**src/dino_pkg.sv**
```systemverilog
/* Shared constants and types for the endless-runner game.
   Imported by the game, video and testbench modules. */
package dino_pkg;

    // 1280x480 video timing, in clocks and lines
    localparam int H_ACTIVE = 1280;
    localparam int H_FRONT  = 32;
    localparam int H_SYNC   = 192;
    localparam int H_BACK   = 96;
    localparam int H_TOTAL  = H_ACTIVE + H_FRONT + H_SYNC + H_BACK;

    localparam int V_ACTIVE = 480;
    localparam int V_FRONT  = 10;
    localparam int V_SYNC   = 2;
    localparam int V_BACK   = 33;
    localparam int V_TOTAL  = V_ACTIVE + V_FRONT + V_SYNC + V_BACK;

    typedef logic [10:0] hcount_t;
    typedef logic [9:0]  vcount_t;
    typedef logic [10:0] xpos_t;

    // Object placement
    localparam int DINO_X   = 100;
    localparam int GROUND_Y = 248;
    localparam int PTERO_Y  = 200;
    localparam int OBJ_SIZE = 32;
    localparam int GROUP_W  = 64;

    localparam xpos_t CACTUS_START = 11'd1200;
    localparam xpos_t GROUP_START  = 11'd1600;
    localparam xpos_t LAVA_START   = 11'd1800;
    localparam xpos_t PTERO_START  = 11'd1400;

    localparam int SCORE_X     = 120;
    localparam int SCORE_Y     = 10;
    localparam int DIGIT_PITCH = 16;

    localparam int REPLAY_BIT = 4;

    // Colours as 24-bit RGB
    localparam logic [23:0] SKY_RGB    = 24'h87CEEB;
    localparam logic [23:0] DINO_RGB   = 24'h535353;
    localparam logic [23:0] CACTUS_RGB = 24'h2E8B57;
    localparam logic [23:0] LAVA_RGB   = 24'hFF4500;
    localparam logic [23:0] PTERO_RGB  = 24'h8B4513;
    localparam logic [23:0] TEXT_RGB   = 24'h000000;

    typedef enum logic {
        PLAY_RUNNING,
        PLAY_OVER
    } play_state_e;

    typedef logic [3:0] bcd_digit_t;
    // Digit 0 is the units digit
    typedef bcd_digit_t [4:0] score_bcd_t;

endpackage

```
**src/game_if.sv**
```systemverilog
/* Game signals shared between the input stage, the game logic and the video side.
   The controller drives tick and replay; the obstacle field drives state and positions. */
`timescale 1ns/1ps

interface game_if;
    import dino_pkg::*;

    logic        tick;
    logic        replay;
    play_state_e state;
    xpos_t       cactus_x;
    xpos_t       group_x;
    xpos_t       lava_x;
    xpos_t       ptero_x;

    modport source (output tick, output replay);

    modport game (input tick, input replay,
                  output state, output cactus_x, output group_x, output lava_x, output ptero_x);

    modport view (input tick, input state,
                  input cactus_x, input group_x, input lava_x, input ptero_x);

endinterface

```
**src/obstacle_field.sv**
```systemverilog
/* Moves the four obstacles, tests them against the dino box and runs the play state.
   Replay during game over puts the obstacles back at their start positions. */
`timescale 1ns/1ps

module obstacle_field (
    input  logic clk,
    input  logic reset,
    game_if.game bus
);
    import dino_pkg::*;

    logic hit;

    // One pixel to the left, parked at the screen edge
    function automatic xpos_t step_left(input xpos_t x);
        return (x == '0) ? '0 : x - 1'b1;
    endfunction

    // Box overlap against the dino, which sits at (DINO_X, GROUND_Y)
    function automatic logic hits_dino(input xpos_t ox, input int oy, input int ow);
        return (DINO_X < int'(ox) + ow) && (DINO_X + OBJ_SIZE > int'(ox)) &&
               (GROUND_Y < oy + OBJ_SIZE) && (GROUND_Y + OBJ_SIZE > oy);
    endfunction

    always_comb begin
        hit = hits_dino(bus.cactus_x, GROUND_Y, OBJ_SIZE) ||
              hits_dino(bus.group_x, GROUND_Y, GROUP_W) ||
              hits_dino(bus.lava_x, GROUND_Y, OBJ_SIZE) ||
              hits_dino(bus.ptero_x, PTERO_Y, OBJ_SIZE);
    end

    always_ff @(posedge clk or posedge reset) begin
        if (reset) begin
            bus.state    <= PLAY_RUNNING;
            bus.cactus_x <= CACTUS_START;
            bus.group_x  <= GROUP_START;
            bus.lava_x   <= LAVA_START;
            bus.ptero_x  <= PTERO_START;
        end else begin
            case (bus.state)
                PLAY_RUNNING: begin
                    if (hit) begin
                        bus.state <= PLAY_OVER;
                    end
                    if (bus.tick) begin
                        bus.cactus_x <= step_left(bus.cactus_x);
                        bus.group_x  <= step_left(bus.group_x);
                        bus.lava_x   <= step_left(bus.lava_x);
                        bus.ptero_x  <= step_left(bus.ptero_x);
                    end
                end
                PLAY_OVER: begin
                    // Positions freeze until the player asks for another round
                    if (bus.replay) begin
                        bus.state    <= PLAY_RUNNING;
                        bus.cactus_x <= CACTUS_START;
                        bus.group_x  <= GROUP_START;
                        bus.lava_x   <= LAVA_START;
                        bus.ptero_x  <= PTERO_START;
                    end
                end
            endcase
        end
    end

    frozen_when_over: assert property (
        @(posedge clk) disable iff (reset)
        (bus.state == PLAY_OVER && !bus.replay) |=>
            $stable({bus.cactus_x, bus.group_x, bus.lava_x, bus.ptero_x})
    ) else $error("obstacle moved during game over");

endmodule

```
**src/flat_wrapper.sv**
```systemverilog
// flat-port wrapper written by rule: the top's interface ports become plain ports
module obstacle_field_flat import dino_pkg::*;
  (clk, reset, bus_tick, bus_replay, bus_state, bus_cactus_x, bus_group_x, bus_lava_x, bus_ptero_x);
  game_if bus_i ();
  input  logic clk;
  input  logic reset;
  input wire logic [$bits(bus_i.tick)-1:0] bus_tick;
  input wire logic [$bits(bus_i.replay)-1:0] bus_replay;
  output wire logic [$bits(bus_i.state)-1:0] bus_state;
  output wire logic [$bits(bus_i.cactus_x)-1:0] bus_cactus_x;
  output wire logic [$bits(bus_i.group_x)-1:0] bus_group_x;
  output wire logic [$bits(bus_i.lava_x)-1:0] bus_lava_x;
  output wire logic [$bits(bus_i.ptero_x)-1:0] bus_ptero_x;
  assign bus_i.tick = bus_tick;
  assign bus_i.replay = bus_replay;
  assign bus_state = bus_i.state;
  assign bus_cactus_x = bus_i.cactus_x;
  assign bus_group_x = bus_i.group_x;
  assign bus_lava_x = bus_i.lava_x;
  assign bus_ptero_x = bus_i.ptero_x;
  obstacle_field u_core (.clk(clk), .reset(reset), .bus(bus_i));
endmodule
```
**config.mk**
```make
export PLATFORM = sky130hd
export DESIGN_NAME = obstacle_field_flat
export DESIGN_NICKNAME = d
export VERILOG_FILES = /design/src/dino_pkg.sv /design/src/game_if.sv /design/src/obstacle_field.sv /design/src/flat_wrapper.sv
export SDC_FILE = /design/constraint.sdc
export NUM_CORES = 1
export LEC_CHECK = 0
export BUFFER_PORTS_ARGS = -buffer_cell sky130_fd_sc_hd__buf_4
export CORE_UTILIZATION = 30
export CTS_BUF_LIST = sky130_fd_sc_hd__clkbuf_8
export DETAILED_ROUTE_END_ITERATION = 6
export PLACE_DENSITY = 0.58
export SYNTH_ARGS = -nofsm -noshare
export SYNTH_HDL_FRONTEND = slang
export SYNTH_SLANG_ARGS = --single-unit
```
**constraint.sdc**
```tcl
create_clock -name clk -period 5 [get_ports clk]
set_clock_uncertainty 0.05 [all_clocks]
set_input_delay 0.75 -clock clk [delete_from_list [all_inputs] [get_ports clk]]
set_output_delay 0.75 -clock clk [all_outputs]
set_load 0.02 [all_outputs]
```
## Word level (Yosys, flattened, before mapping)

Cells that the tools add are included.
Widths: inputs -> output; s select.

| cells by class | value |
|---|---|
| equality and inequality tests | 2 |
| muxes and demuxes | 19 |
| bitwise operators | 1 |
| order comparisons | 6 |
| $add $sub $neg | 7 |
| reduce and logical (&&, ||, !) cells | 10 |

Operator list:

| cell | number |
|---|---|
| $mux 11 | 12 |
| $lt 8x32->1 const A | 3 |
| $pmux 11 s2 | 4 |
| $logic_not 11->1 | 4 |
| $sub 11x1->11 const B | 4 |
| $gt 8x11->1 const A | 3 |
| $add 11x6->12 const B | 2 |
| $add 11x7->12 const B | 1 |
| $ne 2x2->1 const B | 2 |
| $logic_and 1x1->1 | 3 |
| $logic_or 1x1->1 | 2 |
| $mux 1 | 2 |
| $pmux 1 s2 | 1 |
| $reduce_and 2->1 | 1 |
| $not 1->1 | 1 |

| storage, ports and cells | value |
|---|---|
| output and inout bits | 45 |
| bits in registers | 45 |
| word-level logic and storage cells | 50 |
| input port bits | 4 |

## Longest topological paths before layout

Gate-level depths: netlist of run 1.

| logic depth | value |
|---|---|
| word-level depth | 7 |
| gate-level depth with buffers | 8 |
| gate-level depth less buffers | 7 |

## Worst setup path before layout of run 1

OpenSTA, ideal clock, no wires.

| timing | value |
|---|---|
| kind | flip-flop to flip-flop |
| from | register u_core.bus.lava_x[0] |
| to | register u_core.bus.lava_x[2] |
| stages on the path, launching flop included | 8 |
| path slack | 2841 ps |
| setup time | 121 ps |
| arrival time | 1988 ps |
| required time | 4829 ps |
| path buffers | 0 |
| clock period less this slack | 2159 ps |
| cell sequence | dfrtp_1 -> inv_1 -> ha_1 -> or2b_2 -> or4_4 -> nor4_4 -> o21a_1 -> nor2_1 |

| on the way | value |
|---|---|
| word-level cells in the longest chain between the ends | 4 |
| elaborated cells on any way between the ends | 5 |
| classes of those cells | add/sub: 1; mux: 3; reduce/logical: 1 |

RTL lines:

| what | line | text |
|---|---|---|
| start: declaration | game_if.sv:19 | `output state, output cactus_x, output group_x, output lava_x, output ptero_x);` |
| start signal: assignment | obstacle_field.sv:48 | `bus.lava_x <= step_left(bus.lava_x);` |
| $sub 11x1->11 or $logic_not 11->1 (tied branches) | obstacle_field.sv:16 | `return (x == '0) ? '0 : x - 1'b1;` |
| $mux 11 * | obstacle_field.sv:16 |  |
| $mux 11 * | obstacle_field.sv:45 | `if (bus.tick) begin` |
| $pmux 11 s2 * | obstacle_field.sv:40 | `case (bus.state)` |

Every way passes the cells marked *; elsewhere a longest branch is shown, timed or not. The select of a mux whose other input is x is not followed.
A chain may end at the register's enable or synchronous reset.

## Final worst setup path of run 1

| timing | value |
|---|---|
| from | register u_core.bus.state |
| to | register u_core.bus.lava_x[2] |

| on the way | value |
|---|---|
| word-level cells in the longest chain between the ends | 3 |
| elaborated cells on any way between the ends | 5 |
| classes of those cells | eq/ne: 2; mux: 1; bitwise: 1; reduce/logical: 1 |

RTL lines:

| what | line | text |
|---|---|---|
| start: declaration | game_if.sv:19 |  |
| start signal: assignment | obstacle_field.sv:34 | `bus.state <= PLAY_RUNNING;` |
| start signal: assignment | obstacle_field.sv:43 | `bus.state <= PLAY_OVER;` |
| start signal: assignment | obstacle_field.sv:55 | `bus.state <= PLAY_RUNNING;` |
| $not 1->1 | n/a |  |
| $ne 2x2->1 (no source line) | n/a |  |
| $reduce_and 2->1 (no source line) | n/a |  |

Several ways; a longest one is shown, not always the timed one.

==> run summary, run 1 <==
Ys flop type - dfrtp_1
Max_slew headroom - 0.551
Global placement routability congestion - 0.862
Die Area - 9410 um2
IO Pins - 49
Post-CTS sizing - 0
CP Class - reg -> reg
R2R Setup Slk - 2.58 ns
Max Freq - 0.413 GHz
DR pass1 iterations - 4
CP startpoint - u_core.bus.state
Max-slew violations - 0
Final WL - 6850 um
DP Area - 3160 um2
Final #Nets - 370
Final Hold Fails - 0
Overall power - 1950 uW
Post-Syn Instances - 306
CP required - 5.14 ns
Post-Syn Area - 2710 um2
# DRC - 0
Critical Path, Cell by Cell - nand2b_1 -> nand2_1 -> nand2_1 -> xor2_1 -> nor2_1
Period utilisation layout - 0.485
EDFF count, synth - 0
Setup bufs post-CTS - 0
Worst path arrival time - 2.56 ns
Most used cell, CP - nand2_1
Initial Util - 0.311
Post-CTS Hold Fix Bufs - 0
Mean cell area of the mapped netlist - 8.85 um2
Fin area - 3250 um2
Startpoint Class - flop
CTS tree - done
Global-route usage over all layers - 0.147
Pwr Density - 600 nW/um2
Worst setup EP type - flop
Largest net degree at the start of global routing - 46
Vias in the first global route - 2213
Core area - 8720 um2
Initial antenna violation count - 0
CTS root buf - clkbuf_8
Vias/cell - 5.26
HPWL after DPL - 4870 um
Ant. Diodes - 0
Status - finished, final reports clean
FILL cells - 879
HP Class - reg -> reg
Leak Pwr - 0.00139 uW
Avg WL per Cell - 14.9 um
Routed vias - 2424
Layout cell share with drive strength beyond 1 - 0.227
Max Cap Viol - 0
Finished Layout Cells - 461
CP peak stage delay - 0.65 ns
Worst-Margin Slew - 0.673 ns
GR Overflow Total - 0
YS warnings - 0
Dpl cells - 454
Asr flop ratio synth - 1.00
Iteration-0 DRC count of the detailed router - 145
TNS Setup - 0 ns
Worst r2r src - u_core.bus.state
Rows - 34
Clk slew on worst S/H paths - 0.08 ns
Final Critical Period - 2.42 ns
Worst Path Max Fanout - 17
H-Tree Depth - 2
Latest clock arrival within the worst-skew pair - 0.30 ns
Max clock buf depth - 2
Peak supply drop - 0.285 mV
Die width - 97.0 um
CP max stage cell - dfrtp_1
Post-synthesis sequential area ratio - 0.424
I/O Buffers - 48
Syn nets - 323
Synth cell types - 46
Worst hold margin - 0.469 ns
P&R area growth vs syn - 19.9%
ANT nets after route - 0
Seq cells post-synth - 45
Unrepaired setup endpoints after global routing - false
Min-Delay Startpoint - u_core.bus.group_x[10]
Clock Sinks - 45
First-pass GRT wire length - 11200 um
Total CTS buffers - 5
Die H - 97.0 um
Setup-failing EPs final - 0
[through the flow]
step | setup WS (ns) | util
floorplan | 2.84 | -
global placement | 2.54 | 0.363
detailed placement | 2.44 | 0.363
CTS | 2.55 | 0.372
global route | 2.34 | 0.372
finish | 2.58 | 0.372
[final timing paths]
kind	to	cells after the start
setup / recovery	u_core.bus.lava_x[2]	5
hold / removal	u_core.bus.group_x[10]	2
setup reg to reg	u_core.bus.lava_x[2]	5
hold reg to reg	u_core.bus.group_x[10]	2
max in group asynchronous	u_core.bus.cactus_x[7]	3
min in group asynchronous	u_core.bus.group_x[5]	3
[synthesized netlist by cell type, types with 2 or more instances]
library cell  instances  area (um2)
a21boi_0              2        15.0
a21oi_1              15        75.1
a31oi_1               8        50.1
a41oi_1               2        17.5
and3_1                3        18.8
clkbuf_1              8        30.0
clkbuf_8              2        27.5
dfrtp_1              28         701
dfstp_2              17         447
ha_1                 13         163
inv_1                17        63.8
mux2i_1               3        30.0
nand2_1              30         113
nand2b_1              4        25.0
nand3_1               9        45.0
nor2_1               41         154
nor2b_1               9        56.3
nor3_1               17        85.1
nor4_1                4        25.0
o211ai_1              2        15.0
o21a_1                4        30.0
o21ai_0              16        80.1
o22a_1                5        43.8
o22ai_1               5        31.3
o311ai_0              2        17.5
o31ai_1               4        30.0
o32ai_1               2        17.5
or3_1                 4        25.0
xnor2_1               9        78.8
xor2_1                5        43.8
[routing by layer]
layer,part of all wire,up-vias,global-route usage
met5,0,-,0
met4,0.011,0,0.0413
met3,0.057,9,0.0368
met2,0.47,74,0.236
met1,0.47,1171,0.196
li1,-,1170,-
[final cells by class]
type                       count  area, um2  area share
tap                          108        135      0.0416
sequential                    45       1150       0.353
inverter                      17       63.8      0.0196
clock buffer                   6       82.6      0.0254
multi-input combinational    233       1430       0.441
timing repair buffer          51        383       0.118
clock inverter                 1       3.75     0.00116
[state kept, by name, summed over array words and instances (netlist names)]
register / flops
u_core.bus.ptero_x: 11
u_core.bus.state: 1
u_core.bus.cactus_x: 11
u_core.bus.lava_x: 11
u_core.bus.group_x: 11
[power breakdown]
part	internal (uW)	switching [uW]	total (uW)
sequential	529	235	764
clock	108	124	232
combinational	411	543	954
total	1050	902	1950
[worst max-delay path, delay by kind of cell, from the launching register on]
kind                      cells  cell delay, ns
xor gates and xnor gates      1            0.16
DFF                           1            0.65
and+or+nand+nor               4            1.45
[placed cells by master, fill, tap and decap left out, types with 2 or more instances in the layout]
| master | count |
|---|---|
| nand2_1 | 30 |
| o311ai_0 | 2 |
| xor2_1 | 5 |
| nor4_1 | 4 |
| clkbuf_8 | 6 |
| a21oi_1 | 15 |
| inv_1 | 17 |
| or3_1 | 4 |
| mux2i_1 | 2 |
| nand2b_1 | 4 |
| o21a_1 | 4 |
| xnor2_1 | 9 |
| o22ai_1 | 5 |
| a31oi_1 | 8 |
| a21boi_0 | 2 |
| nor3_1 | 17 |
| buf_4 | 51 |
| dfrtp_1 | 28 |
| o211ai_1 | 2 |
| o22a_1 | 5 |
| nor2_1 | 41 |
| and3_1 | 3 |
| nor2b_1 | 9 |
| dfstp_2 | 17 |
| o31ai_1 | 4 |
| o21ai_0 | 16 |
| a41oi_1 | 2 |
| o32ai_1 | 2 |
| ha_1 | 13 |
| nand3_1 | 9 |
[cells by family after synthesis]
group / Yosys count / share of synthesized area
AND/OR/NAND/NOR: 128 / 0.228
XOR/XNOR: 14 / 0.0453
buffers and inverters: 28 / 0.0490
multiplexers: 3 / 0.0111
adder cells (fa/ha/maj): 13 / 0.0600
AO/OA/AOI/OAI: 75 / 0.183
flip-flops: 45 / 0.424
(Power assumes the default switching activity.)
==> inputs of run 2 (changes only) <==
- PLACE_DENSITY: 0.58 -> 0.6
- clock period: 5 -> 2.2 ns (I/O delays scaled with it)
==> run summary, run 2 (synthesized netlist as in run 1, its figures left out) <==
DR pass1 iterations - 5
Max-slew violations - 0
Period utilisation layout - 0.925
Die H - 97.0 um
Die Area - 9410 um2
Initial Util - 0.311
H-Tree Depth - 2
ANT nets after route - 0
Final WL - 6830 um
Min setup slack post-route - 0.164 ns
Global-route usage over all layers - 0.149
Max clock buf depth - 2
Total CTS buffers - 5
Most frequent cells in the layout - buf_4 (64), nor2_1 (41), nand2_1 (30)
CTS root buf - clkbuf_8
CP Class - reg -> reg
Worst Path Max Fanout - 5
P&R area growth vs syn - 24.7%
I/O Buffers - 48
Core area - 8720 um2
Final Hold Fails - 0
Worst path arrival time - 2.17 ns
Routed vias - 2408
Vias/cell - 5.06
Most common cell after layout, fill and taps aside - buf_4
Clk slew on worst S/H paths - 0.10 ns
HP Class - in -> async
CP required - 2.33 ns
CP max stage cell - or4_4
Final Critical Period - 2.04 ns
Initial antenna violation count - 0
Peak supply drop - 0.602 mV
FILL cells - 896
Unrepaired setup endpoints after global routing - false
Max_slew headroom - 0.565
Die width - 97.0 um
Max Freq - 0.491 GHz
Vias in the first global route - 2297
Pre-CTS WS - 0.0602 ns
CTS tree - done
Status - finished, final reports clean
Worst setup EP type - flop
# DRC - 0
TNS Setup - 0 ns
GR Overflow Total - 0
Startpoint Class - flop
Critical Path, Cell by Cell - inv_2 -> ha_1 -> or2b_4 -> or4_4 -> nor4_4 -> o21a_2 -> nor2_1
Iteration-0 DRC count of the detailed router - 94
Latest clock arrival within the worst-skew pair - 0.29 ns
Clock Sinks - 45
Worst hold margin - 0.0229 ns
Setup-failing EPs final - 0
Largest net degree at the start of global routing - 46
Post-CTS Hold Fix Bufs - 0
Layout cell share with drive strength beyond 1 - 0.269
Global placement routability congestion - 0.879
Max Cap Viol - 0
Final #Nets - 384
Leak Pwr - 0.00146 uW
Avg WL per Cell - 14.3 um
Ant. Diodes - 0
First-pass GRT wire length - 11700 um
IO Pins - 49
Rows - 34
CP peak stage delay - 0.44 ns
Pwr Density - 1350 nW/um2
Finished Core Util - 0.387
HPWL after DPL - 4950 um
Worst-Margin Slew - 0.646 ns
-- run 2: per-stage QoR --
| step | instance area (um2) | instances | total power [uW] |
|---|---|---|---|
| 2_1_floorplan | 2710 | 306 | 3080 |
| 3_3_place_gp | 3260 | 466 | 3990 |
| 3_5_place_dp | 3260 | 466 | 4020 |
| 4_1_cts | 3350 | 474 | 4570 |
| 5_1_grt | 3380 | 476 | 4950 |
| 6_report | 3380 | 476 | 4550 |
-- run 2: worst paths after layout --
check / to / depth (start not counted) / from / slack (ns)
worst max-delay path: u_core.bus.lava_x[5] / 7 / u_core.bus.lava_x[0] / 0.16
worst max register to register: u_core.bus.lava_x[5] / 7 / u_core.bus.lava_x[0] / 0.16
worst min-delay path: u_core.bus.group_x[3] / 3 / reset / 0.02
min in group clk: u_core.bus.lava_x[8] / 3 / bus_replay / 0.27
max in group asynchronous: u_core.bus.ptero_x[5] / 3 / reset / 1.79
worst min register to register: u_core.bus.group_x[10] / 2 / u_core.bus.group_x[10] / 0.48
-- run 2: timing repair --
item                       4_1_cts  5_1_grt
resized for setup                0        4
buffers inserted                 0        2
setup endpoints to repair        0        8
-- run 2: area by class of cell --
cell class	count	area (um2)	area share
multi-input combinational	233	1440	0.427
inverter	17	63.8	0.0189
tap	108	135	0.0400
timing repair buffer	65	500	0.148
clock inverter	3	21.3	0.00630
clock buffer	5	68.8	0.0204
sequential	45	1150	0.340
-- run 2: power by group --
| part | total (uW) | switching, uW | internal (uW) |
|---|---|---|---|
| sequential | 1680 | 474 | 1200 |
| clock | 516 | 290 | 226 |
| combinational | 2360 | 1310 | 1050 |
-- run 2: routing by layer --
metal | global-route usage | share of wire | up-vias
met2 | 0.235 | 0.46 | 42
met3 | 0.0260 | 0.034 | 2
met4 | 0.0207 | 0.0041 | 0
met5 | 0 | 0 | -
met1 | 0.217 | 0.51 | 1159
li1 | - | - | 1205
-- run 2: critical path: cells and delay by family, from the launching register on --
kind            cells  cell delay, ns
buf+inv             1            0.08
flops               1            0.42
compound gates      1            0.22
simple gates        4            1.01
fa+ha+maj           1            0.15
==> inputs of run 3 (changes only) <==
- ABC_AREA: unset -> 1
==> run summary, run 3 <==
Post-synthesis sequential area ratio - 0.399
EDFF count, synth - 0
Top post-synthesis cells by count - nand2_1 (76), nor2_1 (71), inv_1 (52)
Rows - 35
Most frequent cells in the layout - nand2_1 (76), nor2_1 (71), inv_1 (51), buf_4 (51), nand3_1 (29)
Count leader, synth - nand2_1
Yosys top cell area share - 0.244
Top cells by area, synth - dfrtp_1 (24%), dfstp_2 (16%), nand2_1 (9.9%)
Post-Synth Simple-Gate Area - 0.305
Final Critical Period - 1.90 ns
Layout cell share with drive strength beyond 1 - 0.213
FILL cells - 979
Cell taking the most area after synthesis - dfrtp_1
Initial Util - 0.311
CP Class - reg -> reg
Vias/cell - 4.59
Synth Area in Compound Gates - 0.0993
P&R area growth vs syn - 22.3%
Max clock buf depth - 2
# DRC - 0
Met2 wire len - 3370 um
Post-CTS sizing - 0
HPWL after DPL - 5340 um
Die H - 99.9 um
Setup-failing EPs final - 0
Pre-CTS WS - 0.296 ns
Met3 wire length - 206 um
CP max stage cell - dfrtp_1
CP peak stage delay - 0.44 ns
Max Cap Viol - 0
Global placement routability congestion - 0.842
R2R Path End - u_core.bus.group_x[5]
Sequential Area - 1150 um2
Max Freq - 0.525 GHz
Worst r2r src - u_core.bus.group_x[0]
Post-synthesis mux area share - 0
First-pass GRT wire length - 12200 um
Avg WL per Cell - 12.4 um
Asr flop ratio synth - 1.00
Synth Area in XOR/XNOR - 0.0518
Final #Nets - 457
Period utilisation layout - 0.866
Min setup slack post-route - 0.296 ns
R2R Setup Slk - 0.30 ns
Core area - 9240 um2
Status - finished, final reports clean
Iteration-0 DRC count of the detailed router - 90
Vias in the first global route - 2618
IO Pins - 49
Post-CTS Hold Fix Bufs - 0
Depth of the worst register-to-register path - 9
Peak supply drop - 0.504 mV
Ys flop type - dfrtp_1
Ant. Diodes - 0
Initial antenna violation count - 0
Top sig layer - met4
Clk slew on worst S/H paths - 0.08 ns
Critical Path, Cell by Cell - inv_1 -> ha_1 -> inv_1 -> nor2_1 -> nand2_1 -> nor2_2 -> nand2_2 -> a21oi_4 -> nor2_1
WL met1 - 3370 um
DR pass1 iterations - 4
Latest clock arrival within the worst-skew pair - 0.30 ns
Routed vias - 2618
HP Class - in -> async
Area of the multi-input gates - 1470 um2
Worst path arrival time - 2.04 ns
Max-slew violations - 0
Setup bufs post-CTS - 0
Post-Synth Adder-Cell Area - 0.0566
Startpoint Class - flop
Worst setup EP type - flop
H-Tree Depth - 2
Largest family of logic cells by synthesized area - simple AND/OR/NAND/NOR gates
Worst-Margin Slew - 0.522 ns
I/O Buffers - 48
Max_slew headroom - 0.652
Syn nets - 404
Die width - 99.9 um
Unrepaired setup endpoints after global routing - false
GR Overflow Total - 0
Die Area - 9970 um2
CTS root buf - clkbuf_8
Leak Pwr - 0.00175 uW
Post-Syn Area - 2870 um2
Final WL - 7060 um
Pwr Density - 1410 nW/um2
Seq cells post-synth - 45
Most common cell after layout, fill and taps aside - nand2_1
Synth cell types - 32
TNS Setup - 0 ns
Clock Sinks - 45
ANT nets after route - 0
CTS tree - done
Global-route usage over all layers - 0.155
Largest net degree at the start of global routing - 24
YS warnings - 0
Post-Syn Instances - 387
Final Hold Fails - 0
Total CTS buffers - 5
Worst hold margin - 0.0198 ns
Mean cell area of the mapped netlist - 7.42 um2
CP required - 2.34 ns
Worst Path Max Fanout - 6
-- run 3: cell types whose count changed in the layout (fill, tap and decap cells not counted), sizes merged, moves of 11 or more --
cell	before	now
buf	65	51
inv	17	56
nand2	30	79
nand3	9	29
nor2	41	74
nor3	17	6
xor2	5	16
-- run 3: through the flow --
step	std cells	cell area (um2)	util	total power, uW
global placement	562	3380	0.366	4200
global route	570	3510	0.380	5420
CTS	570	3510	0.380	4990
finish	570	3510	0.380	4950
floorplan	387	2870	-	3340
detailed placement	562	3380	0.366	4240
-- run 3: cell families (layout without fill, tap and decap cells) --
kind of cell,count (synthesis),count (layout)
AOI/OAI and AO/OA,50,50
xor gates and xnor gates,17,17
adders and majority gates,13,13
buffers and inverters,61,115
DFF,45,45
and+or+nand+nor,201,201
-- run 3: worst max-delay path, delay by kind of cell (launching register included) --
kind / cells / cell delay [ns]
AND/OR/NAND/NOR: 5 / 0.62
flip-flops: 1 / 0.44
adder cells (fa/ha/maj): 1 / 0.24
AO/OA/AOI/OAI: 1 / 0.24
buffers and inverters: 2 / 0.20
-- run 3: worst max-delay path by stage --
stage | depth (start not counted) | endpoint | from
finish | 9 | u_core.bus.group_x[5] | u_core.bus.group_x[0]
global route | 9 | u_core.bus.group_x[8] | u_core.bus.group_x[0]
CTS | 9 | u_core.bus.group_x[8] | u_core.bus.group_x[0]
detailed placement | 9 | u_core.bus.group_x[7] | u_core.bus.group_x[0]
global placement | 9 | u_core.bus.group_x[8] | u_core.bus.group_x[0]
floorplan | 9 | u_core.bus.group_x[5] | u_core.bus.group_x[0]
-- run 3: metal layers --
layer,vias to the layer above,global-route usage
met3,8,0.0258
met4,0,0.0656
li1,1335,-
met1,1234,0.199
met2,41,0.257
met5,-,0
-- run 3: report_power, final --
group          internal [uW]  switching (uW)  leakage [uW]  total (uW)
Sequential              1240             439      0.000531        1680
Combinational            995            1530       0.00115        2530
Clock                    451             287     0.0000681         738
-- run 3: final cells by class --
class                           instances  share of cell area
Clock buffer                            5              0.0196
Clock inverter                          3              0.0185
Inverter                               56              0.0613
Multi-Input combinational cell        281               0.419
Sequential cell                        45               0.327
Tap cell                              129              0.0459
Timing Repair Buffer                   51               0.109
